`config.mk`:
```
export PLATFORM = sky130hd
export DESIGN_NAME = front_buf_flush
export DESIGN_NICKNAME = d
export VERILOG_FILES = /design/src/front_buf/front_buf_flush.sv
export VERILOG_INCLUDE_DIRS = /design/src /design/src/common
export SDC_FILE = /design/constraint.sdc
export NUM_CORES = 1
export LEC_CHECK = 0
export BUFFER_PORTS_ARGS = -buffer_cell sky130_fd_sc_hd__buf_2
export CORE_AREA = 8 8 45 47
export DETAILED_ROUTE_END_ITERATION = 7
export DIE_AREA = 0 0 53 55
export PLACE_DENSITY = 0.31
export SYNTH_ARGS = -nofsm -noshare
export SYNTH_HDL_FRONTEND = slang
export SYNTH_SLANG_ARGS = --single-unit
export TNS_END_PERCENT = 10
```
`constraint.sdc`:
```
create_clock -name clk_vin -period 1.05 [get_ports clk_vin]
set_clock_uncertainty 0.05 [all_clocks]
set_input_delay 0.105 -clock clk_vin [delete_from_list [all_inputs] [get_ports clk_vin]]
set_output_delay 0.105 -clock clk_vin [all_outputs]
set_load 0.01 [all_outputs]
```
`src/common/fb_wr_macros.svh`:
```
`ifndef FB_WR_MACROS_SVH
`define FB_WR_MACROS_SVH

//------------------------------
// Burst and front FIFO sizing
//------------------------------
`define FB_BURST_WORDS	64		// Full MCB burst, 32-bit words
`define FB_FIFO_DEPTH	256		// Front FIFO words
`define FB_FIFO_AW		8		// log2 of FIFO depth
`define FB_PE_THRESH	64		// Prog empty while fewer words than this
`define FB_FLUSH_CYC	4		// Flush pulse length, clk_vin cycles

//------------------------------
// Frame slot addressing
//------------------------------
`define FB_ADDR_W		17		// Burst address inside one slot

// MCB instruction codes
`define FB_CMD_WR		3'b000	// Plain write
`define FB_CMD_WR_PRE	3'b010	// Write with auto precharge

`endif

```
`src/front_buf/front_buf_flush.sv`:
```
`timescale 1ns/1ps
`default_nettype none

`include "fb_wr_macros.svh"

// Front FIFO flush at each frame start, video clock
module front_buf_flush (
	input	wire		clk_vin,
	input	wire		i_fval,			// Frame valid, high active
	output	logic		o_flush			// Clears the front FIFO
);

	logic			fval_dly = 1'b0;	// Previous i_fval
	logic [2:0]		flush_cnt = 3'd0;	// Remaining flush cycles

	//------------------------------
	// Rising edge of frame valid
	//------------------------------
	always @(posedge clk_vin) begin
		fval_dly <= i_fval;
		if (i_fval && !fval_dly) begin
			flush_cnt <= 3'(`FB_FLUSH_CYC);			// Restart pulse
		end else if (flush_cnt != 3'd0) begin
			flush_cnt <= flush_cnt - 3'd1;			// Count out
		end
	end

	assign o_flush = (flush_cnt != 3'd0);			// High for FB_FLUSH_CYC cycles

endmodule

`default_nettype wire

```
== Word-level counts from Yosys, hierarchy flattened ==
Index checks and enable logic that the tools add are counted.
W data, S select, Z words.

* Register bits after elaboration: 4
* Input bits: 2
* Output and inout port bits: 1
* Logic and storage cells: 6

* $add $sub $neg: 1
* Reduce and logical (&&, ||, !) cells: 3

{| class="wikitable"
|+ Operators with widths
! operator !! count
|-
| $reduce_bool A3 Y1 || 1
|-
| $sub A3 B1 Y3 const B || 1
|-
| $logic_and A1 B1 Y1 || 1
|-
| $logic_not A1 Y1 || 1
|}

== Depth between registers and ports, before layout ==
* Depth in word-level cells: 2
* Mapped depth: 5
* Depth with buffers taken out: 5

== Worst setup path before layout ==
OpenSTA, ideal clock, no wires.

* Kind: flip-flop to flip-flop
* From: reg flush_cnt[0]
* To: reg flush_cnt[0]
* Library setup time: 0.122 ns
* Arrival: 0.865 ns
* Required time: 0.878 ns
* Setup slack: 0.013 ns
* Stages on the path, launching flop included: 6
* Buffers on the path: 0
* Period minus slack after synthesis: 1.037 ns
* Cells stage by stage: dfxtp_1 inv_1 ha_1 nand2b_4 xnor2_1 nor2_1

* Word-level cells in the longest chain between the ends: 1
* Elaborated cells between the ends (all ways): 2
* Classes of those cells: add/sub: 1; reduce/logical: 1

{| class="wikitable"
|+ Ends and longest elaborated chain
! element !! RTL line !! RTL
|-
| start: declaration || front_buf_flush.sv:14 || <nowiki>logic [2:0] flush_cnt = 3'd0;</nowiki>
|-
| start signal: assignment || front_buf_flush.sv:22 || <nowiki>flush_cnt <= 3'(`FB_FLUSH_CYC);</nowiki>
|-
| start signal: assignment || front_buf_flush.sv:24 || <nowiki>flush_cnt <= flush_cnt - 3'd1;</nowiki>
|-
| $reduce_bool A3 Y1 || n/a ||
|-
| named net o_flush || front_buf_flush.sv:10 || <nowiki>output logic o_flush</nowiki>
|}

The timed path passes the listed nets, and every way through them passes these cells.
A chain may end at the register's enable or synchronous reset.

== Worst setup path after layout ==
* From: reg flush_cnt[0]
* To: out o_flush

* Word-level cells in the longest chain between the ends: 1

{| class="wikitable"
|+ Ends and longest elaborated chain
! element !! RTL line !! RTL
|-
| $reduce_bool A3 Y1 || front_buf_flush.sv:28 || <nowiki>assign o_flush = (flush_cnt != 3'd0);</nowiki>
|-
| end: declaration || front_buf_flush.sv:10 ||
|}

Every way passes these cells.

==> flow_summary.yaml <==
run_status:
  outcome: "finished, violations left"
  violations: "setup timing"
detailed_routing:
  drcViolationCount: 0
  vias_per_cell: 3.23
  wl_per_cell_um: 7.56
  wl_um: 325
  ant_nets: 0
  drt_iter0_markers: 0
  vias: 139
  first_pass_iters: 1
critical_path:
  arrival_ns: 0.94
  crit_path_end_kind: "output pin"
  cp-start-kind: "register"
  reg2regPathDepth: 6
  required_ns: 0.89
  crit_fanout: 2
  path_class: "register to output pin"
cts:
  clockBufferDepth: 2
  cts_inserted_buffers: 3
  path_clk_slew_ns: 0.04
  numClockSinks: 4
  htree_num_levels: 1
  insertion_delay_ns: 0.23
  cts-root-buf: "clkbuf_4"
  cts_tree: "done"
place:
  gp_congestion: 0.583
  pre_cts_slack_ns: -0.0374
  io_buffers: 2
  dp.cells: 35
synthesis:
  ys_types: 10
  yosys.cell_count.top_type: "dfxtp_1"
  synthCells: 17
  syn_nets: 21
  synth_edf_count: 0
  synth_top_area_frac: 0.451
  yosys-top-cells-area: "dfxtp_1 (45%), ha_1 (14%), nand2b_4 (7.7%)"
  synth.cell_area_um2: 178
  synth.largest_area_cell: "dfxtp_1"
  yosys-top-cells-count: "dfxtp_1 (4), inv_1 (3), ha_1 (2), nor2_1 (2)"
  synthArstFlopShare: 0
  ys_seq_area_frac: 0.451
  ys.flop_type: "dfxtp_1"
  yosysWarnings: 0
  ys_ff_latch: 4
  synth_area_per_cell_um2: 10.5
flow_run:
  maxCapViolCount: 0
floorplan:
  rows: 14
  core_um2: 1380
  top_level_ports: 3
  dieArea_um2: 2920
  start_util: 0.128
  dieWidth_um: 53
  fp.dieH_um: 55
sta:
  fin_crit_ns: 1.09
  worst_slew_pin_slew_ns: 0.254
  setup_ws_ns: -0.0404
  slew_headroom: 0.830
  rsz0062_at_grt: "yes"
  slew_violations: 0
  setup_violations: 3
  timing.hold.ws_ns: 0.206
  fmax_mhz: 917
  final-hold-violation-count: 0
  fin_setup_tns_ns: -0.0905
  period_share: 1.04
pwr:
  internal_power_w: 0.000682
  powerDensity_nw_per_um2: 3340
  power.total_w: 0.000999
  switching_power_w: 0.000317
  switching_share: 0.317
  comb_power_share: 0.549
  power_frac_clock: 0.186
  peakVddDrop_uv: 957
  p_leak_nw: 0.137
  seqPwrFrac: 0.265
global_route:
  grt_pass1_vias: 173
  track_usage: 0.0339
  globalRouteOverflowTotal: 0
  grt_max_degree: 4
  antenna_found_initial: 0
  grt_pass1_wl_um: 648
final_layout:
  finalNetCount: 33
  drive_above_1_share: 0.630
  n_antenna_cell: 0
  syn_to_final_growth_pct: 68.3
  layoutNonFillerInstCount: 43
min_path:
  min_path_cells: 3
  hp-class: "input port to register"
critical path: stages (launching register included):
cell	delay, ns
dfxtp_2	0.31
inv_2	0.07
ha_4	0.15
nand2b_4	0.06
buf_6	0.11
kinds of logic (layout without fill, tap and decap cells):
group | after synthesis | count (layout) | synth area share
simple gates | 4 | 4 | 0.155
flops | 4 | 4 | 0.451
xor+xnor | 1 | 1 | 0.0493
fa+ha+maj | 2 | 2 | 0.141
buf+inv | 3 | 13 | 0.0634
compound gates | 3 | 3 | 0.141
layout by cell type, fill, tap and decap left out:
cell type / count
a211oi_2: 1
buf_4: 4
buf_2: 1
a21oi_1: 1
nor2_1: 2
dlygate4sd3_1: 1
dfxtp_1: 2
nor2b_1: 1
o31ai_1: 1
buf_6: 1
dfxtp_2: 2
ha_1: 1
inv_2: 2
xnor2_2: 1
inv_1: 1
ha_4: 1
nand2b_4: 1
clkbuf_4: 3
registers in the layout, summed over array words and instances (netlist names):
| name | flops |
|---|---|
| flush_cnt | 3 |
| fval_dly | 1 |
layer usage:
layer,vias up,GRT usage,part of all wire
met4,0,0.0517,0
met2,3,0.0430,0.46
li1,76,-,-
met1,60,0.0334,0.47
met3,0,0.0160,0.068
met5,-,0,0
stage by stage:
stage	util	area, µm²
3_3_place_gp	0.150	208
5_1_grt	0.216	299
3_5_place_dp	0.150	208
4_1_cts	0.211	292
2_1_floorplan	-	178
6_report	0.216	299
power groups by stage:
| stage | Sequential (W) | Clock (W) | Combinational (W) |
|---|---|---|---|
| global route | 0.000276 | 0.000217 | 0.000610 |
| floorplan | 0.000251 | 0 | 0.000261 |
| finish | 0.000265 | 0.000185 | 0.000548 |
| global placement | 0.000255 | 0 | 0.000311 |
| CTS | 0.000265 | 0.000197 | 0.000522 |
| detailed placement | 0.000257 | 0 | 0.000317 |
repair_timing:
| action | 4_1_cts | 5_1_grt |
|---|---|---|
| setup endpoints to repair | 3 | 4 |
| cloned | 0 | 0 |
| resized for setup | 8 | 0 |
| setup buffers | 3 | 1 |
| hold endpoints to repair | 1 | 0 |
| hold buffers | 1 | 0 |
| pin swaps | 1 | 1 |
final cells by class:
class	instances	area, µm²
fill	154	1080
multi-input combinational	10	106
sequential	4	82.6
timing repair buffer	7	56.3
clock buffer	3	22.5
tap	16	20.0
inverter	3	11.3
worst paths after layout:
check | end | slack [ns] | start
setup / recovery | o_flush | -0.04 | flush_cnt[0]
hold / removal | flush_cnt[0] | 0.21 | i_fval
setup reg to reg | flush_cnt[0] | -0.03 | flush_cnt[0]
hold reg to reg | flush_cnt[2] | 0.42 | flush_cnt[2]
No activity file was read; power rests on OpenSTA's default activity.
