===== src/common/fb_wr_macros.svh =====
`ifndef FB_WR_MACROS_SVH
`define FB_WR_MACROS_SVH

//------------------------------
// Burst and front FIFO sizing
//------------------------------
`define FB_BURST_WORDS	64		// Full MCB burst, 32-bit words
`define FB_FIFO_DEPTH	256		// Front FIFO words
`define FB_FIFO_AW		8		// log2 of FIFO depth
`define FB_PE_THRESH	64		// Prog empty while fewer words than this
`define FB_FLUSH_CYC	4		// Flush pulse length, clk_vin cycles

//------------------------------
// Frame slot addressing
//------------------------------
`define FB_ADDR_W		17		// Burst address inside one slot

// MCB instruction codes
`define FB_CMD_WR		3'b000	// Plain write
`define FB_CMD_WR_PRE	3'b010	// Write with auto precharge

`endif


===== src/common/fb_wr_pkg.sv =====
`default_nettype none

`include "fb_wr_macros.svh"

package fb_wr_pkg;

	// Frame slot number, up to 4 slots
	typedef logic [1:0] frame_slot_t;

	//------------------------------
	// MCB byte address, 1Gb part
	//------------------------------
	typedef union packed {
		logic [29:0]				flat;			// As sent on the cmd port
		struct packed {
			logic [2:0]				rsvd;			// Always zero for 1Gb
			frame_slot_t			slot;			// Frame slot
			logic [`FB_ADDR_W-1:0]	burst_addr;		// Burst index in slot
			logic [7:0]				byte_off;		// 64 words x 4 bytes, zero
		} fields;
	} mcb_byte_addr_u;

endpackage

`default_nettype wire


===== src/wr_logic/wr_frame_ptr.sv =====
`timescale 1ns/1ps
`default_nettype none

`include "fb_wr_macros.svh"

// Frame slot choice, arbiter handshake, burst address
module wr_frame_ptr import fb_wr_pkg::*; (
	input	wire					clk,
	input	wire					i_reset,
	input	wire					i_fval,				// Video domain level
	input	wire					i_frame_en,
	input	wire					i_calib_done,
	input	wire [2:0]				iv_frame_depth,		// 1, 2 or 4
	input	wire frame_slot_t		iv_rd_frame_ptr,	// Slot of reader
	input	wire					i_reading,
	output	logic					o_wr_req,
	input	wire					i_wr_ack,
	input	wire					i_burst_done,
	input	wire					i_fifo_drained,
	output	frame_slot_t			ov_wr_frame_ptr,
	output	logic [`FB_ADDR_W-1:0]	ov_wr_addr,
	output	logic					o_writing,
	output	logic					o_frame_end			// One clk pulse
);

	logic [1:0]		fval_sync;			// Two flop sync
	logic			fval_dly;
	logic			fval_rise;
	logic			fval_fall;
	logic			ack;
	logic [1:0]		slot_mask;			// Depth minus one
	frame_slot_t	slot_inc;
	frame_slot_t	slot_next;

	assign fval_rise	= fval_sync[1] & ~fval_dly;
	assign fval_fall	= ~fval_sync[1] & fval_dly;
	assign ack			= o_wr_req & i_wr_ack;

	//------------------------------
	// Next slot, modulo depth
	//------------------------------
	always_comb begin
		case (iv_frame_depth)
			3'd4:		slot_mask = 2'b11;
			3'd2:		slot_mask = 2'b01;
			default:	slot_mask = 2'b00;		// Single slot
		endcase
		slot_inc = (ov_wr_frame_ptr + 2'd1) & slot_mask;
		if (slot_mask == 2'b00) slot_next = 2'd0;
		else if (i_reading && slot_inc == iv_rd_frame_ptr) slot_next = ov_wr_frame_ptr;	// Reader busy there
		else slot_next = slot_inc;
	end

	always @(posedge clk) begin
		if (i_reset) begin
			fval_sync		<= 2'b00;
			fval_dly		<= 1'b0;
			o_wr_req		<= 1'b0;
			ov_wr_frame_ptr	<= 2'd0;
			ov_wr_addr		<= '0;
			o_writing		<= 1'b0;
			o_frame_end		<= 1'b0;
		end else begin
			fval_sync	<= {fval_sync[0], i_fval};
			fval_dly	<= fval_sync[1];
			o_frame_end	<= fval_fall;
			if (fval_rise && i_frame_en && i_calib_done) o_wr_req <= 1'b1;
			else if (ack) o_wr_req <= 1'b0;			// Drop after ack
			if (ack) ov_wr_frame_ptr <= slot_next;
			if (fval_rise) ov_wr_addr <= '0;			// New frame from burst 0
			else if (i_burst_done) ov_wr_addr <= ov_wr_addr + 1'b1;
			if (ack) o_writing <= 1'b1;
			else if (i_fifo_drained) o_writing <= 1'b0;	// Tail written
		end
	end

endmodule

`default_nettype wire


===== config.mk =====
export PLATFORM = sky130hd
export DESIGN_NAME = wr_frame_ptr
export DESIGN_NICKNAME = d
export VERILOG_FILES = /design/src/common/fb_wr_pkg.sv /design/src/wr_logic/wr_frame_ptr.sv
export VERILOG_INCLUDE_DIRS = /design/src /design/src/common
export SDC_FILE = /design/constraint.sdc
export NUM_CORES = 1
export LEC_CHECK = 0
export ABC_AREA = 1
export BUFFER_PORTS_ARGS = -buffer_cell sky130_fd_sc_hd__buf_2
export CORE_MARGIN = 2
export CORE_UTILIZATION = 45
export CTS_CLUSTER_DIAMETER = 50
export CTS_CLUSTER_SIZE = 16
export DETAILED_ROUTE_END_ITERATION = 10
export PLACE_DENSITY = 0.71
export SKIP_CTS_REPAIR_TIMING = 1
export SYNTH_ARGS = -nofsm -noshare
export SYNTH_HDL_FRONTEND = slang
export SYNTH_SLANG_ARGS = --single-unit

===== constraint.sdc =====
create_clock -name clk -period 1.9 [get_ports clk]
set_input_delay 0.095 -clock clk [delete_from_list [all_inputs] [get_ports clk]]
set_output_delay 0.095 -clock clk [all_outputs]
set_load 0.01 [all_outputs]

; ---- Word level (Yosys, flattened, before mapping)
; Index checks and enable logic that the tools add are counted.
[totals]
regBits = 25
in_bits = 14
output_inout_bits = 22
[classes]
n_addsub = 2
eq_ne = 4
n_mux = 7
bitwise = 6
n_reduce_logical = 8
[op_table]
columns = cell, count
row1 = "adder 17 x 1 -> 17 bit, second input constant", 1
row2 = two-way mux 1 bit, 4
row3 = two-way mux 2 bit, 2
row4 = one-hot mux 2 bit (2 select lines), 1
row5 = nonzero test 2 bit, 2
row6 = bitwise AND 1 bit, 3
row7 = "equality test 3 x 2 -> 1 bit, second input constant", 1
row8 = "equality test 3 bit, second input constant", 1
row9 = logical AND 1 bit, 3
row10 = "adder 2 x 1 -> 2 bit, second input constant", 1
row11 = bitwise AND 2 bit, 1
row12 = equality test 2 bit, 1
row13 = zero test 2 bit, 1
row14 = "!= test 2 bit, second input constant", 1
row15 = inverter 1 bit, 2
row16 = AND reduction 2 bit, 1
row17 = OR reduction 2 bit, 1

; ---- Depth between registers and ports, before layout
; Gate-level depths: netlist of the first run.
[logic_depth]
ltp_word = 7
mapped_depth = 11
depth_no_buf = 11

; ---- Worst setup path before layout of the first run
; Ideal clock, no wire load.
[synth_timing]
kind = reg2reg
from = register ov_wr_addr[0]
to = register ov_wr_addr[14]
setup_time_ns = 0.117
t_arrival_ns = 1.285
slack_ns = 0.498
stages_incl_launch_ff = 9
path_buffers = 0
cell_sequence = dfxtp_1 ha_1 nand2_1 nor2_1 nand4_1 nor2_1 nand2_1 o21ai_1 a21oi_1
[synth_via]
elab_chain_cells = 1
[synth_rtl]
columns = item, line_no
row1 = from (decl), wr_frame_ptr.sv:21  ; output logic [`FB_ADDR_W-1:0] ov_wr_addr,
row2 = from (signal assigned), wr_frame_ptr.sv:71  ; else if (i_burst_done) ov_wr_addr <= ov_wr_addr + 1'b1;
row3 = adder 17 x 1 -> 17 bit, wr_frame_ptr.sv:71
; No other way between the ends.
; A chain may end at the register's enable or synchronous reset.

; ---- Worst setup path in the final report of the first run
; Same ends and word-level chain as after synthesis.

==> flow_summary.yaml, run 1 <==
synthesis:
  yosysMostFrequentCell: "nand2_1"
  synthAdderAreaFrac: 0.01028
  synth_edf_count: 0
  synth_top_family_by_area: "simple AND/OR/NAND/NOR gates"
  synth_seq_area_share: 0.4111
  ys_types: 27
  synth_top_area_frac: 0.4111
  synthArstFlopShare: 0
  syn_area_um2: 1217
  synth_mux_area_frac: 0.008222
  synth_xor_area_frac: 0.007194
  syn_area_per_cell_um2: 7.078
  synth-simple-area-share: 0.3474
  yosysWarnings: 0
  post-synth-top-area-cell: "dfxtp_1"
  syn_inst: 172
  ys_top_cells_by_area: "dfxtp_1 (41%), nand2_1 (13%), inv_1 (7.4%), a21oi_1 (6.6%), nor2_1 (6.2%)"
  synth_compound_area_frac: 0.1131
  ys_ff_latch: 25
  synth.net_count: 187
  synth_top_cells_by_count: "nand2_1 (41), dfxtp_1 (25), inv_1 (24)"
  ys.flop_type: "dfxtp_1"
critical_path:
  cp_max_fo: 5
  cp-end-kind: "flip-flop"
  cp-start-kind: "flip-flop"
  criticalPathCategory: "flip-flop to flip-flop"
  cp.required_ns: 2.12
  arrival_ns: 1.78
pwr:
  switchingPower_mw: 0.1973
  power_density_nw_per_um2: 578.4
  p_leak_nw: 0.6793
  intPower_mw: 0.6436
  share_comb_of_total_power: 0.085
  total_power_mw: 0.8409
  sequentialPowerShare: 0.639
  p_sw_frac: 0.2346
  peakVddDrop_mv: 0.3610
  p_clk_frac: 0.276
placed_design:
  placed_area_um2: 1418
  globalplace.congestion: 0.8060
  place_hpwl_mm: 1.989
  port_buffers: 35
timing:
  period_share: 0.8172
  fmax_mhz: 644.0
  maxSlewHeadroom: 0.8373
  setup_viol: 0
  worstMarginPinSlew_ns: 0.2438
  rsz0062_at_grt: "false"
  hold_viol: 0
  layout_min_cycle_time_ns: 1.553
  hold_ws_ns: 0.01514
  maxSlewViolCount: 0
  setup_tns_ns: 0
  fin_skew_ns: 0.004149
global_routing:
  grt_pass1_wl_mm: 4.353
  grt_max_degree: 14
  overflow: 0
  grt_pass1_vias: 1113
  grt.total_usage: 0.1698
  grt_antenna_before_repair: 0
floorplan:
  die-area_um2: 3138
  start_util: 0.4826
  rows: 18
  pin_count: 36
  die_w_um: 56.02
  core_um2: 2522
  die_h_um: 56.02
cells_and_area:
  drive_gt1_frac: 0.2619
  nets: 226
  diodes: 0
  post-route-cell-area_um2: 1454
  areaGrowthSynthToFinish_pct: 19.42
  final_util: 0.5764
cts:
  clk_latency_ns: 0.31
  ctsHtreeMaxLevel: 1
  cts_buffer_depth: 2
  numCtsBuffers: 3
  cts_tree: "yes"
  cts_root_buf: "clkbuf_4"
  cts.sinks: 25
  clkTransAtPathRegs_ns: 0.13
routing:
  drtAntennaViolNets: 0
  drc_errors: 0
  met3WireLength_um: 128
  top_layer_used: "met4"
  drtIter0Drc: 28
  wl_met1_mm: 1.057
  viasPerCell: 4.938
  wirelength_mm: 2.494
  wl_met2_mm: 1.273
  vias: 1185
  wl_per_cell_um: 10.39
  firstDrtPassIters: 4
worst_hold_path:
  min-delay-path-class: "input pin to flip-flop"
flow_run:
  cap_violations: 0
run_status:
  outcome: "finished, final reports clean"
sequential cells by signal, summed over array words and instances (netlist names):
signal and count:
fval_sync 2, o_writing 1, ov_wr_addr 17, o_frame_end 1
ov_wr_frame_ptr 2, o_wr_req 1, fval_dly 1
metrics by stage:
step           std cells  worst slack, ns
3_3_place_gp         235           0.4883
5_1_grt              240           0.1221
2_1_floorplan        172           0.4979
6_report             240           0.3473
4_1_cts              239           0.3237
3_5_place_dp         235           0.3463
cell families after synthesis:
group	Yosys count
flops	25
compound gates	26
mux	1
xor+xnor	1
fa+ha+maj	1
simple gates	87
buf+inv	31
area by class of cell:
type,count,area (um2)
Clock buffer,4,26.28
Tap cell,30,37.54
Sequential cell,25,500.5
Multi-Input combinational cell,116,591.8
Fill cell,263,1069
Inverter,28,105.1
Timing Repair Buffer,37,192.7
path summary, 6_finish.rpt:
path,slack [ns],cells after the start,startpoint,to
max reg2reg,0.35,8,ov_wr_addr[0],ov_wr_addr[14]
min,0.02,4,i_fifo_drained,o_writing
min reg2reg,0.41,2,fval_sync[0],fval_sync[1]
max,0.35,8,ov_wr_addr[0],ov_wr_addr[14]
worst max-delay path: stages (launching register included):
cell and delay [ns]:
dfxtp_1 0.43, ha_1 0.21, nand2_1 0.08, nor2_1 0.10, nand4_1 0.12, nor2_1 0.22, nand2_1 0.12, o21ai_1 0.15
a21oi_1 0.05
metal layers:
| layer | vias up | GRT usage |
|---|---|---|
| met5 | - | 0 |
| met4 | 0 | 0.1020 |
| met3 | 4 | 0.02791 |
| met2 | 24 | 0.3042 |
| met1 | 534 | 0.1847 |
| li1 | 623 | - |
layout by cell type (no fill, tap or decap), types with 2 or more instances in the layout:
master    instances
clkbuf_4          3
inv_1            24
nand4_1           4
inv_2             4
nand3_1           5
nand2_2           2
o21ai_0           3
o21ai_1           4
dfxtp_1          25
nor2_4            4
nor3_1            6
nand2_1          41
buf_2            35
a21oi_1          16
nor2_1           20
power by group through the flow:
stage	logic (mW)	clock network (mW)	registers, mW
after floorplan	0.0421	0	0.551
after global placement	0.0671	0	0.548
after global routing	0.0827	0.259	0.539
after CTS	0.0711	0.247	0.538
final	0.0716	0.232	0.537
after detailed placement	0.0710	0	0.549
Note: power is estimated with default switching activity, not from simulation.
==> inputs of run 2 (changes only) <==
Settings changed: ABC_AREA 1 to 0, CORE_UTILIZATION 45 to 44, PLACE_DENSITY 0.71 to 0.74.
Clock period 1.9 ns to 1.2 ns, I/O delays scaled along.
==> run 2 against run 1 <==
The flow now finishes with violations (negative hold slack, negative setup slack). Core utilization increased by 15 points. Combinational power up 110%. Sequential cell count stayed put. Area after synthesis shrank 11%. Clock skew increased by 0.0059 ns. Power is 64% higher. Cell area rose by 20%. Routed wire length rose by 18%. Highest routed layer unchanged.
==> flow_summary.yaml, run 2 <==
run_status:
  outcome: "finished, violations left"
  violations: "negative hold slack, negative setup slack"
cts:
  cts_root_buf: "clkbuf_4"
  cts_tree: "yes"
  clkTransAtPathRegs_ns: 0.14
  clk_latency_ns: 0.32
  numCtsBuffers: 3
  ctsHtreeMaxLevel: 1
  cts.sinks: 25
  cts_buffer_depth: 2
critical_path:
  criticalPathCategory: "flip-flop to flip-flop"
  cp-end-kind: "flip-flop"
  r2r_slack_ns: -0.36
  crit_buf_inv: 0
  cp-start-kind: "flip-flop"
  worstSetupStartpoint: "ov_wr_frame_ptr[0]"
  arrival_ns: 1.78
  path_cells: "xnor2_1, or3_4, a31oi_4, mux2_4"
  max_stage_delay_ns: 0.40
  reg2reg_to: "ov_wr_frame_ptr[1]"
  crit_path_end: "ov_wr_frame_ptr[1]"
  cp.depth: 4
  cp_top_family: "simple AND/OR/NAND/NOR gates"
  r2r-start: "ov_wr_frame_ptr[0]"
  slowest_stage: "or3_4"
  cp.required_ns: 1.42
  reg2regPathDepth: 4
  cp_max_fo: 4
synthesis:
  yosysWarnings: 0
  synth_compound_area_frac: 0.08170
  syn_inst: 117
  ys_top_cells_by_area: "dfxtp_1 (46%), xor2_1 (7.2%), nor2_1 (4.5%), xnor2_1 (3.2%), nand4_1 (2.9%)"
  syn_area_um2: 1087
  syn_area_per_cell_um2: 9.293
  ys_types: 32
  synth_top_cells_by_count: "dfxtp_1 (25), nor2_1 (13), xor2_1 (9)"
  synth.net_count: 132
  ys.flop_type: "dfxtp_1"
  ys_ff_latch: 25
  synthAdderAreaFrac: 0.01151
  synth_top_family_by_area: "simple AND/OR/NAND/NOR gates"
  synth_xor_area_frac: 0.1047
  synth_top_area_frac: 0.4603
  synth_mux_area_frac: 0.02877
  synth_seq_area_share: 0.4603
  synth_edf_count: 0
  post-synth-top-area-cell: "dfxtp_1"
  yosysMostFrequentCell: "dfxtp_1"
  synthArstFlopShare: 0
  synth-simple-area-share: 0.2888
routing:
  wl_per_cell_um: 13.41
  met3WireLength_um: 93
  drc_errors: 0
  vias: 1108
  wl_met2_mm: 1.653
  drtAntennaViolNets: 0
  top_layer_used: "met4"
  firstDrtPassIters: 4
  viasPerCell: 5.036
  drtIter0Drc: 9
  wirelength_mm: 2.951
  wl_met1_mm: 1.189
floorplan:
  die_w_um: 53.71
  core_um2: 2410
  die-area_um2: 2885
  rows: 18
  die_h_um: 53.71
  pin_count: 36
  start_util: 0.4512
global_routing:
  grt_max_degree: 14
  grt_antenna_before_repair: 0
  overflow: 0
  grt_pass1_wl_mm: 4.153
  grt.total_usage: 0.1981
  grt_pass1_vias: 1075
timing:
  rsz0062_at_grt: "true"
  hold_viol: 1
  fin_skew_ns: 0.009999
  layout_min_cycle_time_ns: 1.562
  setup_ws_ns: -0.3617
  maxSlewViolCount: 0
  worstMarginPinSlew_ns: 0.3173
  setup_tns_ns: -1.476
  hold_ws_ns: -0.004478
  period_share: 1.301
  setup_viol: 8
  fmax_mhz: 640.3
  maxSlewHeadroom: 0.7879
cells_and_area:
  mostFrequentLayoutCell: "buf_2"
  drive_gt1_frac: 0.5842
  diodes: 0
  areaGrowthSynthToFinish_pct: 60.07
  final_cell_mix: "buf_2 (35), buf_4 (34), nor2_1 (13), dfxtp_1 (11), dfxtp_2 (10)"
  n_fill_cell: 182
  largest_reg_flops: 17
  reg.largest.list: "ov_wr_addr: 17 flops, fval_sync: 2 flops, ov_wr_frame_ptr: 2 flops"
  regMostFlops: "ov_wr_addr"
  fin_cells: 220
  nets: 206
placed_design:
  port_buffers: 35
  place_hpwl_mm: 2.198
  placedCellCount: 212
  globalplace.congestion: 0.8058
pwr:
  power_density_nw_per_um2: 791.6
  p_leak_nw: 0.7638
  peakVddDrop_mv: 1.043
worst_hold_path:
  min-delay-path-class: "input pin to flip-flop"
flow_run:
  cap_violations: 0
==> run 2: cell count changes in the layout (fill, tap and decap cells not counted), sizes merged, moves of 3 or more <==
cell | previous run | this run
nor3 | 6 | 1
or3 | 0 | 4
or4 | 0 | 4
nor2b | 0 | 5
a21oi | 17 | 5
xor2 | 1 | 9
inv | 28 | 2
o21ai | 7 | 4
buf | 36 | 72
xnor2 | 0 | 4
nand2 | 43 | 7
nor2 | 25 | 13
==> run 2: metrics by stage <==
| step | setup WS [ns] | utilization | total power, mW | area, um2 |
|---|---|---|---|---|
| final | -0.3617 | 0.7222 | 1.378 | 1740 |
| after global routing | -0.3959 | 0.7222 | 1.431 | 1740 |
| after CTS | -0.3807 | 0.6703 | 1.371 | 1615 |
| after detailed placement | -0.4556 | 0.6594 | 1.000 | 1589 |
| after global placement | -0.3474 | 0.6594 | 0.9917 | 1589 |
| after floorplan | -0.2922 | - | 0.9220 | 1154 |
==> run 2: logic make-up (layout without fill, tap and decap cells) <==
logic type | after synthesis | in the layout
muxes | 3 | 3
AOI/OAI and AO/OA | 14 | 14
xor gates and xnor gates | 13 | 13
buffers and inverters | 6 | 79
DFF | 25 | 25
and+or+nand+nor | 55 | 55
adders and majority gates | 1 | 1
==> run 2: worst min-delay path: stages <==
cell and delay [ns]:
buf_2 0.08, nand2b_1 0.09, a21oi_1 0.06
==> run 2: area by class of cell <==
type,instances,area (um2),share of cell area
Inverter,2,7.507,0.004313
Clock buffer,4,26.28,0.01510
Tap cell,30,37.54,0.02157
Multi-Input combinational cell,86,666.9,0.3832
Timing Repair Buffer,73,474.2,0.2725
Sequential cell,25,528.0,0.3034
==> run 2: worst min-delay path by stage <==
stage	from	to	slack [ns]	cells past startpoint
6_report	i_fifo_drained	o_writing	-0.004	3
5_1_grt	i_fifo_drained	o_writing	0.006	3
4_1_cts	i_fval	fval_sync[0]	-0.04	2
3_5_place_dp	i_fval	fval_sync[0]	0.30	2
3_3_place_gp	i_fval	fval_sync[0]	0.27	2
2_1_floorplan	i_fval	fval_sync[0]	0.19	1
==> run 2: report_power, final <==
part           internal [mW]  switching (mW)
Sequential             0.834          0.0105
Combinational         0.0839          0.0690
Clock                  0.130           0.250
==> run 2: layer usage <==
layer	vias to the layer above	global-route usage
met5	-	0
met4	0	0.02991
met3	2	0.06389
met2	22	0.4065
met1	523	0.1890
li1	561	-
==> inputs of run 3 (changes only) <==
Settings changed: CORE_UTILIZATION 44 to 45, PLACE_DENSITY 0.74 to 0.72.
Clock period 1.2 ns to 1.84 ns, I/O delays scaled along.
==> run 3 against run 2 <==
The run now ends clean. Power fell by 38%. Die area fell by 2.1%. First-iteration DRC count up 44%. Clock skew fell by 0.0018 ns. Combinational power shrank 58%. Clock power decreased by 36%. Via count decreased by 13%. Core utilization down 13 points. Global-route usage fell by 2.4 points. Non-clock buffer count is 34 lower. Clock-buffer cell count did not move. Largest cell class unchanged.
==> flow_summary.yaml, run 3 (same netlist as run 2, synthesis figures left out) <==
run_status:
  outcome: "finished, final reports clean"
timing:
  period_share: 0.9018
  setup_ws_ns: 0.1807
  maxSlewViolCount: 0
  layout_min_cycle_time_ns: 1.659
  rsz0062_at_grt: "false"
  maxSlewHeadroom: 0.7550
  setup_viol: 0
  hold_viol: 0
  fmax_mhz: 602.7
  setup_tns_ns: 0
  fin_skew_ns: 0.008167
  worstMarginPinSlew_ns: 0.3624
global_routing:
  grt_pass1_wl_mm: 3.643
  grt_antenna_before_repair: 0
  grt_max_degree: 16
  grt.total_usage: 0.1746
  grt_pass1_vias: 882
  overflow: 0
cells_and_area:
  drive_gt1_frac: 0.2821
  regMostFlops: "ov_wr_addr"
  areaGrowthSynthToFinish_pct: 23.01
  final_cell_mix: "buf_2 (35), dfxtp_1 (25), nor2_1 (13), xor2_1 (9), nand2_1 (7)"
  fin_cells: 184
  mostFrequentLayoutCell: "buf_2"
  reg.largest.list: "ov_wr_addr: 17 flops, fval_sync: 2 flops, ov_wr_frame_ptr: 2 flops"
  n_fill_cell: 232
  nets: 172
  diodes: 0
  largest_reg_flops: 17
pwr:
  p_leak_nw: 0.5743
  share_comb_of_total_power: 0.075
  p_clk_frac: 0.281
  peakVddDrop_mv: 0.4655
  switchingPower_mw: 0.1954
  power_density_nw_per_um2: 643.2
  p_sw_frac: 0.2272
  sequentialPowerShare: 0.644
  intPower_mw: 0.6649
placed_design:
  placedCellCount: 179
  place_hpwl_mm: 1.631
  port_buffers: 35
  dp_slack_ns: 0.2140
  globalplace.congestion: 0.7428
cts:
  clkTransAtPathRegs_ns: 0.13
  cts.sinks: 25
  cts_root_buf: "clkbuf_4"
  ctsHtreeMaxLevel: 1
  numCtsBuffers: 3
  clk_latency_ns: 0.32
  cts_buffer_depth: 2
  cts_tree: "yes"
critical_path:
  r2r_slack_ns: 0.18
  arrival_ns: 1.92
  r2r-start: "ov_wr_addr[2]"
  reg2reg_to: "ov_wr_addr[11]"
  cp.required_ns: 2.11
  cp_max_fo: 7
  reg2regPathDepth: 4
  criticalPathCategory: "flip-flop to flip-flop"
  cp-end-kind: "flip-flop"
  cp-start-kind: "flip-flop"
routing:
  drtAntennaViolNets: 0
  wirelength_mm: 2.164
  vias: 961
  wl_per_cell_um: 11.76
  drtIter0Drc: 13
  viasPerCell: 5.223
  firstDrtPassIters: 4
  drc_errors: 0
floorplan:
  die_w_um: 53.16
  core_um2: 2255
  die-area_um2: 2825
  rows: 17
  die_h_um: 53.16
  start_util: 0.4822
  pin_count: 36
worst_hold_path:
  min_path_cells: 3
  hold_path.startpoint: "i_fifo_drained"
  min-delay-path-class: "input pin to flip-flop"
  hold_end: "o_writing"
flow_run:
  cap_violations: 0
run 3: cell types whose count changed in the layout (fill, tap and decap cells not counted), sizes merged:
cell,delta
buf,-34
run 3: critical path: stages, from the launching register on:
cell and delay (ns):
dfxtp_1 0.43, and4_1 0.38, nand3_1 0.22, or4_1 0.50
nand2_1 0.07
run 3: layout make-up:
| class | count | area [um2] | share of cell area |
|---|---|---|---|
| multi-input cells | 86 | 560.5 | 0.4191 |
| flip-flops and latches | 25 | 500.5 | 0.3742 |
| repair buffers | 39 | 207.7 | 0.1553 |
| well taps | 28 | 35.03 | 0.02619 |
| clock buffers | 4 | 26.28 | 0.01964 |
| inverters | 2 | 7.507 | 0.005613 |
run 3: per-layer routing:
metal / track usage / share of wire / vias up
li1: - / - / 488
met1: 0.2300 / 0.49 / 448
met2: 0.2813 / 0.45 / 23
met3: 0.02542 / 0.048 / 2
met4: 0.07692 / 0.011 / 0
met5: 0 / 0 / -
run 3: power by group through the flow:
stage | sequential (mW) | clock [mW] | combinational, mW
3_5_place_dp | 0.566 | 0 | 0.0632
3_3_place_gp | 0.566 | 0 | 0.0605
4_1_cts | 0.554 | 0.251 | 0.0633
2_1_floorplan | 0.568 | 0 | 0.0321
6_report | 0.554 | 0.242 | 0.0643
5_1_grt | 0.556 | 0.275 | 0.0722
run 3: per-stage QoR:
stage | total power, mW | area, um2 | hold slack, ns | utilization
floorplan | 0.6002 | 1087 | 0.2202 | -
global placement | 0.6262 | 1301 | 0.3034 | 0.5771
detailed placement | 0.6294 | 1301 | 0.3096 | 0.5771
CTS | 0.8683 | 1328 | -0.02459 | 0.5888
global route | 0.9033 | 1338 | 0.03472 | 0.5932
finish | 0.8603 | 1338 | 0.03853 | 0.5932
run 3: worst max-delay path by stage:
stage / endpoint / slack, ns / startpoint / cells after the start
global placement: ov_wr_frame_ptr[1] / 0.27 / iv_frame_depth[0] / 5
finish: ov_wr_addr[11] / 0.18 / ov_wr_addr[2] / 4
global route: ov_wr_addr[11] / 0.08 / ov_wr_addr[2] / 4
detailed placement: ov_wr_frame_ptr[1] / 0.21 / iv_frame_depth[0] / 5
floorplan: ov_wr_frame_ptr[1] / 0.29 / ov_wr_frame_ptr[0] / 4
CTS: ov_wr_addr[11] / 0.19 / ov_wr_addr[2] / 4
