===== src/common/fb_wr_macros.svh =====
`ifndef FB_WR_MACROS_SVH
`define FB_WR_MACROS_SVH

//------------------------------
// Burst and front FIFO sizing
//------------------------------
`define FB_BURST_WORDS	64		// Full MCB burst, 32-bit words
`define FB_FIFO_DEPTH	256		// Front FIFO words
`define FB_FIFO_AW		8		// log2 of FIFO depth
`define FB_PE_THRESH	64		// Prog empty while fewer words than this
`define FB_FLUSH_CYC	4		// Flush pulse length, clk_vin cycles

//------------------------------
// Frame slot addressing
//------------------------------
`define FB_ADDR_W		17		// Burst address inside one slot

// MCB instruction codes
`define FB_CMD_WR		3'b000	// Plain write
`define FB_CMD_WR_PRE	3'b010	// Write with auto precharge

`endif


===== src/common/fb_wr_pkg.sv =====
`default_nettype none

`include "fb_wr_macros.svh"

package fb_wr_pkg;

	// Frame slot number, up to 4 slots
	typedef logic [1:0] frame_slot_t;

	//------------------------------
	// MCB byte address, 1Gb part
	//------------------------------
	typedef union packed {
		logic [29:0]				flat;			// As sent on the cmd port
		struct packed {
			logic [2:0]				rsvd;			// Always zero for 1Gb
			frame_slot_t			slot;			// Frame slot
			logic [`FB_ADDR_W-1:0]	burst_addr;		// Burst index in slot
			logic [7:0]				byte_off;		// 64 words x 4 bytes, zero
		} fields;
	} mcb_byte_addr_u;

endpackage

`default_nettype wire


===== src/common/front_buf_if.sv =====
`timescale 1ns/1ps
`default_nettype none

// Front FIFO read port, clk domain
interface front_buf_if;

	logic			rd_en;			// Read strobe from controller
	logic [35:0]	dout;			// Valid one clk after rd_en
	logic			empty;			// No word readable
	logic			prog_empty;		// Fewer than a burst of words

	// FIFO end
	modport fifo_side (
		input	rd_en,
		output	dout,
		output	empty,
		output	prog_empty
	);

	// Burst controller end
	modport ctrl_side (
		output	rd_en,
		input	dout,
		input	empty,
		input	prog_empty
	);

endinterface

`default_nettype wire


===== src/wr_logic/wr_burst_ctrl.sv =====
`timescale 1ns/1ps
`default_nettype none

`include "fb_wr_macros.svh"

// Moves front FIFO words into MCB port 2 in bursts
module wr_burst_ctrl import fb_wr_pkg::*; #(
	parameter bit P_WR_WITH_PRE = 1'b0				// Write with auto precharge
) (
	input	wire					clk,
	input	wire					i_reset,
	front_buf_if.ctrl_side			rd_port,
	input	wire					i_writing,			// Frame accepted
	input	wire					i_frame_end,
	input	wire frame_slot_t		iv_slot,
	input	wire [`FB_ADDR_W-1:0]	iv_addr,
	output	logic					o_burst_done,		// Command accepted
	output	logic					o_fifo_drained,		// Frame tail written
	output	logic					o_p2_wr_en,
	output	logic [31:0]			ov_p2_wr_data,
	input	wire					i_p2_wr_full,
	output	logic					o_p2_cmd_en,
	output	logic [2:0]				ov_p2_cmd_instr,
	output	logic [5:0]				ov_p2_cmd_bl,
	output	logic [29:0]			ov_p2_cmd_byte_addr,
	input	wire					i_p2_cmd_full
);

	localparam logic [1:0]	S_IDLE		= 2'd0;
	localparam logic [1:0]	S_MOVE		= 2'd1;		// Words to MCB
	localparam logic [1:0]	S_CMD		= 2'd2;		// Burst command
	localparam logic [1:0]	S_DRAIN		= 2'd3;		// Discard, frame not ours
	localparam logic [6:0]	BURST_WORDS	= 7'(`FB_BURST_WORDS);

	logic [1:0]		state;
	logic [6:0]		word_cnt;		// Words read this burst
	logic			word_vld;		// dout holds an unwritten word
	logic			tail;			// Frame end seen, flush remainder
	logic			wr_fire;
	logic			move_rd;
	logic			drain_rd;
	logic			move_end;
	logic			cmd_fire;
	logic			burst_start;
	logic [6:0]		cnt_m1;
	mcb_byte_addr_u	cmd_addr;

	//------------------------------
	// Read and write strobes
	//------------------------------
	assign wr_fire	= (state == S_MOVE) & word_vld & ~i_p2_wr_full;
	assign move_rd	= (state == S_MOVE) & ~rd_port.empty &
		(word_cnt != BURST_WORDS) & (~word_vld | wr_fire);	// Keep one word in flight
	assign drain_rd	= (state == S_DRAIN) & ~rd_port.empty;
	assign rd_port.rd_en = move_rd | drain_rd;

	// Burst over once every read word went out
	assign move_end	= ~word_vld & ((word_cnt == BURST_WORDS) | (tail & rd_port.empty));
	assign cmd_fire	= (state == S_CMD) & ~i_p2_cmd_full;
	assign burst_start = ~rd_port.empty & (~rd_port.prog_empty | tail);

	assign o_p2_wr_en		= wr_fire;
	assign ov_p2_wr_data	= rd_port.dout[31:0];		// Top nibble unused
	assign o_p2_cmd_en		= cmd_fire;
	assign o_burst_done		= cmd_fire;

	//------------------------------
	// Command fields
	//------------------------------
	assign cnt_m1			= word_cnt - 7'd1;
	assign ov_p2_cmd_bl		= cnt_m1[5:0];				// bl is words minus one
	assign ov_p2_cmd_instr	= P_WR_WITH_PRE ? `FB_CMD_WR_PRE : `FB_CMD_WR;

	always_comb begin
		cmd_addr.fields.rsvd		= 3'b000;			// 1Gb, upper bits zero
		cmd_addr.fields.slot		= iv_slot;
		cmd_addr.fields.burst_addr	= iv_addr;
		cmd_addr.fields.byte_off	= 8'h00;
	end
	assign ov_p2_cmd_byte_addr = cmd_addr.flat;

	//------------------------------
	// FSM
	//------------------------------
	always @(posedge clk) begin
		if (i_reset) begin
			state			<= S_IDLE;
			word_cnt		<= 7'd0;
			word_vld		<= 1'b0;
			tail			<= 1'b0;
			o_fifo_drained	<= 1'b0;
		end else begin
			o_fifo_drained	<= 1'b0;
			word_vld		<= move_rd | (word_vld & ~wr_fire);
			if (i_frame_end && i_writing) tail <= 1'b1;
			if (move_rd) word_cnt <= word_cnt + 7'd1;
			case (state)
				S_IDLE: begin
					word_cnt <= 7'd0;
					if (!i_writing) begin
						if (!rd_port.empty) state <= S_DRAIN;	// Stale or dropped frame
					end else if (burst_start) begin
						state <= S_MOVE;
					end else if (tail && rd_port.empty) begin
						o_fifo_drained	<= 1'b1;				// Frame complete
						tail			<= 1'b0;
					end
				end
				S_MOVE: begin
					if (move_end) state <= (word_cnt == 7'd0) ? S_IDLE : S_CMD;
				end
				S_CMD: begin
					if (cmd_fire) state <= S_IDLE;				// Hold while cmd FIFO full
				end
				default: begin
					if (i_writing || rd_port.empty) state <= S_IDLE;
				end
			endcase
		end
	end

endmodule

`default_nettype wire


===== src/flat_wrapper.sv =====
// flat-port wrapper written by rule: the top's interface ports become plain ports
module wr_burst_ctrl_flat import fb_wr_pkg::*;
#(
	parameter bit P_WR_WITH_PRE = 1'b0				                            
)
  (clk, i_reset, i_writing, i_frame_end, iv_slot, iv_addr, o_burst_done, o_fifo_drained, o_p2_wr_en, ov_p2_wr_data, i_p2_wr_full, o_p2_cmd_en, ov_p2_cmd_instr, ov_p2_cmd_bl, ov_p2_cmd_byte_addr, i_p2_cmd_full, rd_port_rd_en, rd_port_dout, rd_port_empty, rd_port_prog_empty);
  front_buf_if rd_port_i ();
  input	wire clk;
  input	wire i_reset;
  input	wire i_writing;
  input	wire i_frame_end;
  input	wire frame_slot_t iv_slot;
  input	wire [`FB_ADDR_W-1:0] iv_addr;
  output	logic o_burst_done;
  output	logic o_fifo_drained;
  output	logic o_p2_wr_en;
  output	logic [31:0] ov_p2_wr_data;
  input	wire i_p2_wr_full;
  output	logic o_p2_cmd_en;
  output	logic [2:0] ov_p2_cmd_instr;
  output	logic [5:0] ov_p2_cmd_bl;
  output	logic [29:0] ov_p2_cmd_byte_addr;
  input	wire i_p2_cmd_full;
  output wire logic [$bits(rd_port_i.rd_en)-1:0] rd_port_rd_en;
  input wire logic [$bits(rd_port_i.dout)-1:0] rd_port_dout;
  input wire logic [$bits(rd_port_i.empty)-1:0] rd_port_empty;
  input wire logic [$bits(rd_port_i.prog_empty)-1:0] rd_port_prog_empty;
  assign rd_port_rd_en = rd_port_i.rd_en;
  assign rd_port_i.dout = rd_port_dout;
  assign rd_port_i.empty = rd_port_empty;
  assign rd_port_i.prog_empty = rd_port_prog_empty;
  wr_burst_ctrl #(.P_WR_WITH_PRE(P_WR_WITH_PRE)) u_core (.clk(clk), .i_reset(i_reset), .rd_port(rd_port_i), .i_writing(i_writing), .i_frame_end(i_frame_end), .iv_slot(iv_slot), .iv_addr(iv_addr), .o_burst_done(o_burst_done), .o_fifo_drained(o_fifo_drained), .o_p2_wr_en(o_p2_wr_en), .ov_p2_wr_data(ov_p2_wr_data), .i_p2_wr_full(i_p2_wr_full), .o_p2_cmd_en(o_p2_cmd_en), .ov_p2_cmd_instr(ov_p2_cmd_instr), .ov_p2_cmd_bl(ov_p2_cmd_bl), .ov_p2_cmd_byte_addr(ov_p2_cmd_byte_addr), .i_p2_cmd_full(i_p2_cmd_full));
endmodule

===== config.mk =====
export PLATFORM = sky130hd
export DESIGN_NAME = wr_burst_ctrl_flat
export DESIGN_NICKNAME = d
export VERILOG_FILES = /design/src/common/fb_wr_pkg.sv /design/src/common/front_buf_if.sv /design/src/wr_logic/wr_burst_ctrl.sv /design/src/flat_wrapper.sv
export VERILOG_INCLUDE_DIRS = /design/src /design/src/common
export SDC_FILE = /design/constraint.sdc
export NUM_CORES = 1
export LEC_CHECK = 0
export ABC_AREA = 0
export BUFFER_PORTS_ARGS = -buffer_cell sky130_fd_sc_hd__clkbuf_2
export CAP_MARGIN = 20
export CORE_UTILIZATION = 36
export DETAILED_ROUTE_END_ITERATION = 8
export PLACE_DENSITY = 0.82
export SYNTH_ARGS = -nofsm -noshare
export SYNTH_HDL_FRONTEND = slang
export SYNTH_SLANG_ARGS = --single-unit
export TNS_END_PERCENT = 5

===== constraint.sdc =====
create_clock -name clk -period 1.95 [get_ports clk]
set_input_delay 0.39 -clock clk [delete_from_list [all_inputs] [get_ports clk]]
set_output_delay 0.39 -clock clk [all_outputs]
set_load 0.01 [all_outputs]

== Yosys cells after proc, flatten, opt, wreduce, memory -nomap -nowiden ==
Index checks and enable logic that the tools add are counted.

* Bitwise logic cells: 24
* Reduce and logical (&&, ||, !) cells: 9
* Muxes and demuxes: 14
* Equality and inequality tests: 9
* Add/subtract/negate cells: 2

{| class="wikitable"
|+ Operators by type and width
! cell !! number
|-
| $mux 2 || 7
|-
| $and 1x1->1 || 11
|-
| $not 1->1 || 8
|-
| $add 7x1->7 const B || 1
|-
| $eq 7x7->1 const B || 1
|-
| $logic_not 7->1 || 1
|-
| $ne 7x7->1 const B || 1
|-
| $mux 1 || 6
|-
| $pmux 2 s3 || 1
|-
| $sub 6x1->6 const B || 1
|-
| $or 1x1->1 || 5
|-
| $reduce_and 5->1 || 1
|-
| $eq 2x2->1 const B || 2
|-
| $reduce_bool 4->1 || 1
|-
| $reduce_or 4->1 || 1
|-
| $ne 3x2->1 const B || 1
|-
| $ne 3x3->1 const B || 1
|-
| $eq 2x1->1 const B || 1
|-
| $logic_and 1x1->1 || 2
|-
| $logic_not 2->1 || 1
|-
| $ne 2x1->1 const B || 1
|-
| $ne 2x2->1 const B || 1
|-
| $reduce_or 2->1 || 1
|-
| $logic_or 1x1->1 || 1
|}

* Output and inout bits: 76
* Word-level logic and storage cells: 63
* Bits of input ports: 63
* Register bits after elaboration: 12

== Depth between registers and ports, before layout ==
Gate-level depths: netlist (run 1).

* Word-level depth: 6
* Mapped depth: 6
* Gate-level depth less buffers: 6

== Worst setup path after synthesis (run 1) ==
No wires, ideal clock.

* Kind: register -> register
* Start point: register u_core.state[0]
* End point: register u_core.state[1]
* Setup slack: 170 ps
* Buffers on the path: 0
* Cell stages (with the launch flop): 6
* Required time: 1,829 ps
* Arrival: 1,659 ps
* Cells stage by stage: dfxtp_1 > inv_1 > ha_1 > or4_1 > and4_4 > mux2_4

* Longest elaborated chain between the ends: 4

{| class="wikitable"
|+ Ends and longest elaborated chain
! what !! RTL line !! text
|-
| from (decl) || wr_burst_ctrl.sv:35 || <nowiki>logic [1:0] state;</nowiki>
|-
| from (signal assigned) || wr_burst_ctrl.sv:110 || <nowiki>if (move_end) state <= (word_cnt == 7'd0) ? S_IDLE : S_CMD;</nowiki>
|-
| $eq 2x2->1 || wr_burst_ctrl.sv:59, wr_burst_ctrl.sv:97 ||
|-
| $and 1x1->1 || wr_burst_ctrl.sv:59 || <nowiki>assign cmd_fire = (state == S_CMD) & ~i_p2_cmd_full;</nowiki>
|-
| $ne 2x2->1 (no line) || -- ||
|-
| $reduce_and 5->1 (no line) || -- ||
|}

Several ways; a longest one is shown, not always the timed one.
A chain may end at the register's enable or synchronous reset.

== Worst setup path after layout (run 1) ==
* Start point: register u_core.word_cnt[4]
* End point: output ov_p2_cmd_bl[5]

* Longest elaborated chain between the ends: 1

{| class="wikitable"
|+ Ends and longest elaborated chain
! what !! RTL line !! text
|-
| from (decl) || wr_burst_ctrl.sv:36 || <nowiki>logic [6:0] word_cnt;</nowiki>
|-
| from (signal assigned) || wr_burst_ctrl.sv:96 || <nowiki>if (move_rd) word_cnt <= word_cnt + 7'd1;</nowiki>
|-
| $sub 6x1->6 || wr_burst_ctrl.sv:70 || <nowiki>assign cnt_m1 = word_cnt - 7'd1;</nowiki>
|-
| to (decl) || flat_wrapper.sv:21 || <nowiki>output logic [5:0] ov_p2_cmd_bl;</nowiki>
|}

Every way passes these cells.

==> results.md, run 1 <==
- Outcome: finished, final reports clean
- Number of hold violations in the final report: 0
- Flop and latch count out of synthesis: 12
- Classification of the worst setup path: reg2out
- Dominant cells by area after synthesis: buf_4, dfxtp_1, ha_1
- Floorplan core area: 3440 um2
- Sum of buffers and inverters on the critical path: 1
- Number of library cell types mapped by synthesis: 36
- Net count reported at finish: 206
- Overall global routing resource usage: 0.0998
- Most frequent cell after synthesis: buf_4
- ANT cells: 0
- Main synth FF type: dfxtp_1
- Max_cap viols: 0
- Portion of synthesized cell area occupied by the leading cell type: 0.370
- Total DRC errors in the routed layout: 0
- Die Y: 63.0 um
- End of the worst register-to-register path: u_core.state[1]
- Unrepaired setup endpoints after global routing: yes
- Number of antenna violations at the first check in global routing: 0
- 1st-pass router iterations: 4
- Master of the slowest instance on the critical path: or3_4
- Worst min-delay path class: in2reg
- Required time worst endpoint: 1.56 ns
- Die Footprint: 3970 um2
- Number of I/O port buffers: 18
- Vias: 806
- Cell count of the worst reg-to-reg path: 5
- Worst hold slack after final layout: 0.413 ns
- Detail Placement HPWL: 1490 um
- Avg WL per Cell: 10.5 um
- Number of standard cells in the final layout excluding fillers: 180
- CP startpoint kind: flip-flop
- Launching point of the worst reg2reg path: u_core.state[0]
- Nature of the critical path endpoint: primary output
- Crit-path cells: or3_4 > nor3_2 > xor2_1 > clkbuf_2
- Family of cells with the greatest summed delay on the critical path: simple AND/OR/NAND/NOR gates
- Final core area utilization: 0.330
- Final instance area: 1130 um2
- Clock Skew: 0.00443 ns
- Fin worst setup slack: 0.0941 ns
- Cell taking the most area after synthesis: buf_4
- Wire length of the first global-routing pass: 3070 um
- Number of inserted filler cells in the final layout: 378
- Netlist Area Pre-Place: 1340 um2
- Detailed-route vias per instance: 4.48
- Clock Latency Late Sink: 0.24 ns
- Cells after Synth: 163
- Post-detailed-placement cell area: 1050 um2
- Effective utilization at floorplan: 0.389
- Slack of the worst reg-to-reg path: 0.15 ns
- Achievable Freq: 539 MHz
- Setup-failing EPs final: 0
- Arrival time of the worst setup path: 1.47 ns
- Maximum clock insertion buffer count: 2
- Number of placed I/O pins: 139
- Number of rows created at floorplan: 21
- Max rail drop VDD: 0.469 mV
- Power density normalized to cell area: 855 nW/um2
- Number of cells on the worst hold path: 3
- X dimension of the die: 63.0 um
- Max-slew violation count: 0
- TritonCTS clock tree: done
- Leak: 0.469 nW
- GRT overflow: 0
- Synth-to-Final Area Change: -15.3%
- Mean area per synthesized cell: 8.22 um2
- Weighted congestion at the end of routability-driven global placement: 0.823
- TritonCTS buffer count: 3
- Startpoint of the tightest hold check path: i_frame_end
- Total wire length: 1890 um
- Stages on worst setup path: 4
- Number of H-tree levels: 1
- Peak fanout along the critical path: 7
- Initial detailed-routing violation count: 30
- Launching element of the worst setup path: u_core.word_cnt[4]
- Maximum cell stage delay along the critical path: 0.41 ns
- Proportion of layout cells with a drive suffix above 1: 0.306
- Fraction of synthesis flops using an asynchronous set or reset pin: 0
- Critical path capture point: ov_p2_cmd_bl[5]
- Seq/Total Area, Yosys: 0.179
- # hold bufs at CTS: 0
- Pin count of the biggest net entering global routing: 10
- Post-layout minimum cycle time: 1.86 ns
- Most common library cells after synthesis: buf_4, dfxtp_1, ha_1, inv_1, nand2_1
- CTS clk-pin slew, worst paths: 0.06 ns
- Post-detailed-route count of antenna-violating nets: 0
- Library cell used as clock root buffer: clkbuf_8
- YS warnings: 0
- Placed Instances: 175
- EDFF count, synth: 0
- Number of sinks on the clock net: 12
- Share of the clock period used by the worst path after layout: 0.952
- Pre-CTS setup slack: 0.140 ns
- Via count of the first global-routing pass: 678
metal layers:
metal	wire, um	part of all wire	vias up	global-route usage
met1	821	0.43	352	0.116
met4	48	0.025	0	0.0669
li1	-	-	402	-
met5	0	0	-	0
met3	188	0.099	10	0.0584
met2	832	0.44	42	0.136
registers in the layout (all words and copies together) (netlist names):
name,count
u_core.o_fifo_drained,1
u_core.word_vld,1
u_core.state,2
u_core.tail,1
u_core.word_cnt,7
power by group:
group	switching, mW	leakage [nW]	internal (mW)
Sequential	0.0305	0.0982	0.274
Clock	0.0934	0.0288	0.178
Combinational	0.199	0.342	0.195
cells in the final DEF, fill, tap and decap left out, types with 3 or more instances in the layout:
cell type  Yosys  layout
nor2_1         6       6
inv_1          8       6
nand2_1        7       7
o21ai_0        6       6
dfxtp_1       12      10
a21oi_1        6       6
nand2b_1       3       3
xor2_1         4       4
or3_1          4       3
buf_4         66       6
conb_1         1      14
clkbuf_2       0      18
ha_1           8       7
clkbuf_8       0       4
worst min path at each step:
stage                   to  slack (ns)
2_1_floorplan  u_core.tail        0.46
3_5_place_dp   u_core.tail        0.49
6_report       u_core.tail        0.41
3_3_place_gp   u_core.tail        0.47
4_1_cts        u_core.tail        0.40
5_1_grt        u_core.tail        0.42
worst reg2reg max path, cell delays in order (launching register included):
cell	delay [ns]
dfxtp_2	0.37
inv_1	0.09
ha_1	0.23
or4_1	0.52
and4_4	0.20
mux2_4	0.29
per-stage QoR:
stage                     power (mW)  TNS (ns)
after global routing            1.04   -0.0149
after global placement         0.675         0
after CTS                      0.961         0
final                          0.970         0
after floorplan                0.707         0
after detailed placement       0.681         0
layout make-up:
type | count | area, um2 | area share
sequential | 12 | 243 | 0.214
timing repair buffer | 24 | 135 | 0.119
tap | 46 | 57.6 | 0.0507
inverter | 8 | 30.0 | 0.0265
clock buffer | 4 | 55.1 | 0.0485
multi-input combinational | 86 | 614 | 0.541
logic make-up (layout without fill, tap and decap cells):
| kind of cell | count (synthesis) | count (layout) | share of synthesized area |
|---|---|---|---|
| buffers and inverters | 78 | 36 | 0.415 |
| AND/OR/NAND/NOR | 35 | 35 | 0.147 |
| flip-flops | 12 | 12 | 0.179 |
| AO/OA/AOI/OAI | 20 | 20 | 0.116 |
| multiplexers | 3 | 3 | 0.0261 |
| XOR/XNOR | 6 | 6 | 0.0392 |
| other | 1 | 14 | 0.00280 |
| adder cells (fa/ha/maj) | 8 | 8 | 0.0747 |
timing repair:
action / CTS / global route
resized for setup: 2 / 6
pin swaps: 0 / 0
buffers inserted: 1 / 0
cloned: 0 / 0
setup endpoints to repair: 2 / 2
No activity file was read; power rests on OpenSTA's default activity.
==> run 2, diff against run 1 <==
clock period = 2.02 ns   (was 1.95 ns; I/O delays follow)
==> run 2 against run 1 <==
Against the previous run: clock skew is 0.0031 ns lower; wire length is 4.2% higher; die area stayed put; power is 2.8% lower; combinational power hardly changed; global-route usage is 0.57 points higher; critical endpoint unchanged.
==> results.md, run 2 (synthesis gave the netlist of run 1 again) <==
- Nature of the critical path endpoint: primary output (unchanged)
- Total DRC errors in the routed layout: 0 (unchanged)
- Number of H-tree levels: 1 (unchanged)
- Avg WL per Cell: 10.9 um (was 10.5 um)
- Largest reg by FF count: u_core.word_cnt (unchanged)
- CTS clk-pin slew, worst paths: 0.06 ns (about the same)
- Launching point of the worst reg2reg path: u_core.state[1] (was u_core.state[0])
- Clock Skew: 0.00132 ns (was 0.00443 ns)
- Die Footprint: 3970 um2 (unchanged)
- Overall global routing resource usage: 0.106 (was 0.0998)
- Weighted congestion at the end of routability-driven global placement: 0.810 (was 0.823)
- Detailed-route vias per instance: 4.60 (was 4.48)
- Vias: 832 (was 806)
- # hold bufs at CTS: 0 (unchanged)
- GRT overflow: 0 (unchanged)
- Number of rows created at floorplan: 21 (unchanged)
- Classification of the worst setup path: reg2out (unchanged)
- Slack of the worst reg-to-reg path: 0.17 ns (was 0.15 ns)
- Worst hold slack after final layout: 0.407 ns (was 0.413 ns)
- Cell count of the worst reg-to-reg path: 5 (unchanged)
- Required time worst endpoint: 1.62 ns (was 1.56 ns)
- Clock Latency Late Sink: 0.24 ns (about the same)
- Internal Pwr Total: 621 uW (was 647 uW)
- Post-layout minimum cycle time: 1.92 ns
- Commonest non-fill, non-tap cell in the layout: clkbuf_2 (unchanged)
- Max_cap viols: 0 (unchanged)
- 1st-pass router iterations: 4 (unchanged)
- Final Total Pwr: 943 uW (was 970 uW)
- Max-slew violation count: 0 (unchanged)
- Total wire length: 1970 um (was 1890 um)
- Final core area utilization: 0.330 (unchanged)
- Switching pwr: 322 uW (was 323 uW)
- Via count of the first global-routing pass: 744 (was 678)
- Most frequent cells in the layout: clkbuf_2, conb_1, dfxtp_1 (was clkbuf_2, conb_1, dfxtp_1, nand2_1, ha_1)
- Leak: 0.472 nW (was 0.469 nW)
- Initial detailed-routing violation count: 27 (was 30)
- TritonCTS buffer count: 3 (unchanged)
- Registers with the most flip-flops: u_core.word_cnt (7), u_core.state (2) (unchanged)
- Outcome: finished, final reports clean (unchanged)
- Max rail drop VDD: 0.483 mV (was 0.469 mV)
- Synth-to-Final Area Change: -15.3% (unchanged)
- Max FFs per register: 7 (unchanged)
- Power density normalized to cell area: 831 nW/um2 (was 855 nW/um2)
- Power share of the sequential group: 0.296 (was 0.313)
- Critical path capture point: ov_p2_cmd_bl[5] (unchanged)
- Clock group share of total power: 0.285 (was 0.280)
- Number of hold violations in the final report: 0 (unchanged)
- Floorplan core area: 3440 um2 (unchanged)
- Wire length of the first global-routing pass: 3220 um (was 3070 um)
- Library cell used as clock root buffer: clkbuf_8 (unchanged)
- Achievable Freq: 522 MHz
- Pin count of the biggest net entering global routing: 10 (unchanged)
- Share of the clock period used by the worst path after layout: 0.948
- Number of sinks on the clock net: 12 (unchanged)
- End of the worst register-to-register path: u_core.state[1] (unchanged)
- Portion of total power attributed to combinational logic: 0.418 (was 0.406)
- Number of I/O port buffers: 18 (unchanged)
- Summed negative setup slack over all endpoints: 0 ns (unchanged)
- Net switching fraction of the power: 0.341 (was 0.333)
- Number of antenna violations at the first check in global routing: 0 (unchanged)
- Worst min-delay path class: in2reg (unchanged)
- Number of inserted filler cells in the final layout: 374 (was 378)
- Number of placed I/O pins: 139 (unchanged)
- Peak fanout along the critical path: 7 (unchanged)
- Proportion of layout cells with a drive suffix above 1: 0.281 (was 0.306)
- Effective utilization at floorplan: 0.389 (unchanged)
- Setup-failing EPs final: 0 (unchanged)
- X dimension of the die: 63.0 um (unchanged)
- Post-detailed-route count of antenna-violating nets: 0 (unchanged)
- Unrepaired setup endpoints after global routing: no (was yes)
- ANT cells: 0 (unchanged)
- Detail Placement HPWL: 1570 um (was 1490 um)
- Net count reported at finish: 207 (was 206)
- CP startpoint kind: flip-flop (unchanged)
- Arrival time of the worst setup path: 1.51 ns (was 1.47 ns)
- Die Y: 63.0 um (unchanged)
- TritonCTS clock tree: done (unchanged)
- Launching element of the worst setup path: u_core.word_cnt[2] (was u_core.word_cnt[4])
- Maximum clock insertion buffer count: 2 (unchanged)
[run 2: changes by cell type in the layout (fill, tap and decap cells not counted)]
cell / delta
dfxtp_1: +2
dfxtp_2: -2
buf_4: +1
inv_1: +1
inv_2: -1
nor3_1: +1
nor3_2: -1
[run 2: worst min-delay path by stage]
stage | cells after the start | slack [ns] | to | startpoint
2_1_floorplan | 2 | 0.46 | u_core.tail | u_core.tail
3_3_place_gp | 2 | 0.48 | u_core.tail | u_core.tail
3_5_place_dp | 2 | 0.49 | u_core.tail | u_core.tail
4_1_cts | 3 | 0.41 | u_core.tail | i_frame_end
5_1_grt | 3 | 0.42 | u_core.tail | i_frame_end
6_report | 3 | 0.41 | u_core.tail | i_frame_end
[run 2: metrics by stage]
stage | area [um2] | instances | worst slack [ns]
2_1_floorplan | 1390 | 176 | 0.240
3_3_place_gp | 1050 | 176 | 0.191
3_5_place_dp | 1050 | 176 | 0.170
4_1_cts | 1120 | 181 | 0.0285
5_1_grt | 1130 | 181 | 0.00681
6_report | 1130 | 181 | 0.104
[run 2: cell type report]
cell class | count | area [um2] | area share
Clock buffer | 4 | 55.1 | 0.0485
Inverter | 8 | 30.0 | 0.0265
Multi-Input combinational cell | 86 | 609 | 0.537
Sequential cell | 12 | 240 | 0.212
Tap cell | 46 | 57.6 | 0.0507
Timing Repair Buffer | 25 | 143 | 0.126
[run 2: critical path, stage by stage (launching register included)]
cell and delay [ns]:
dfxtp_1 0.30, or3_4 0.44, nor3_1 0.19, xor2_1 0.18, clkbuf_2 0.15
[run 2: what timing repair did]
item | CTS | global route
pin swaps | 1 | 0
resized for setup | 1 | 3
endpoints found under the setup margin | 2 | 1
cloned | 0 | 0
buffers inserted | 1 | 0
[run 2: layer usage]
layer / track usage / part of all wire
met4: 0.0843 / 0.044
met1: 0.115 / 0.43
met5: 0 / 0
met2: 0.155 / 0.44
met3: 0.0511 / 0.090
[run 2: power by group through the flow]
stage                     logic, mW  clock network (mW)  registers, mW
after floorplan               0.398                   0          0.284
after global placement        0.368                   0          0.282
after detailed placement      0.378                   0          0.283
after CTS                     0.380               0.272          0.278
after global routing          0.438               0.284          0.283
final                         0.395               0.269          0.280
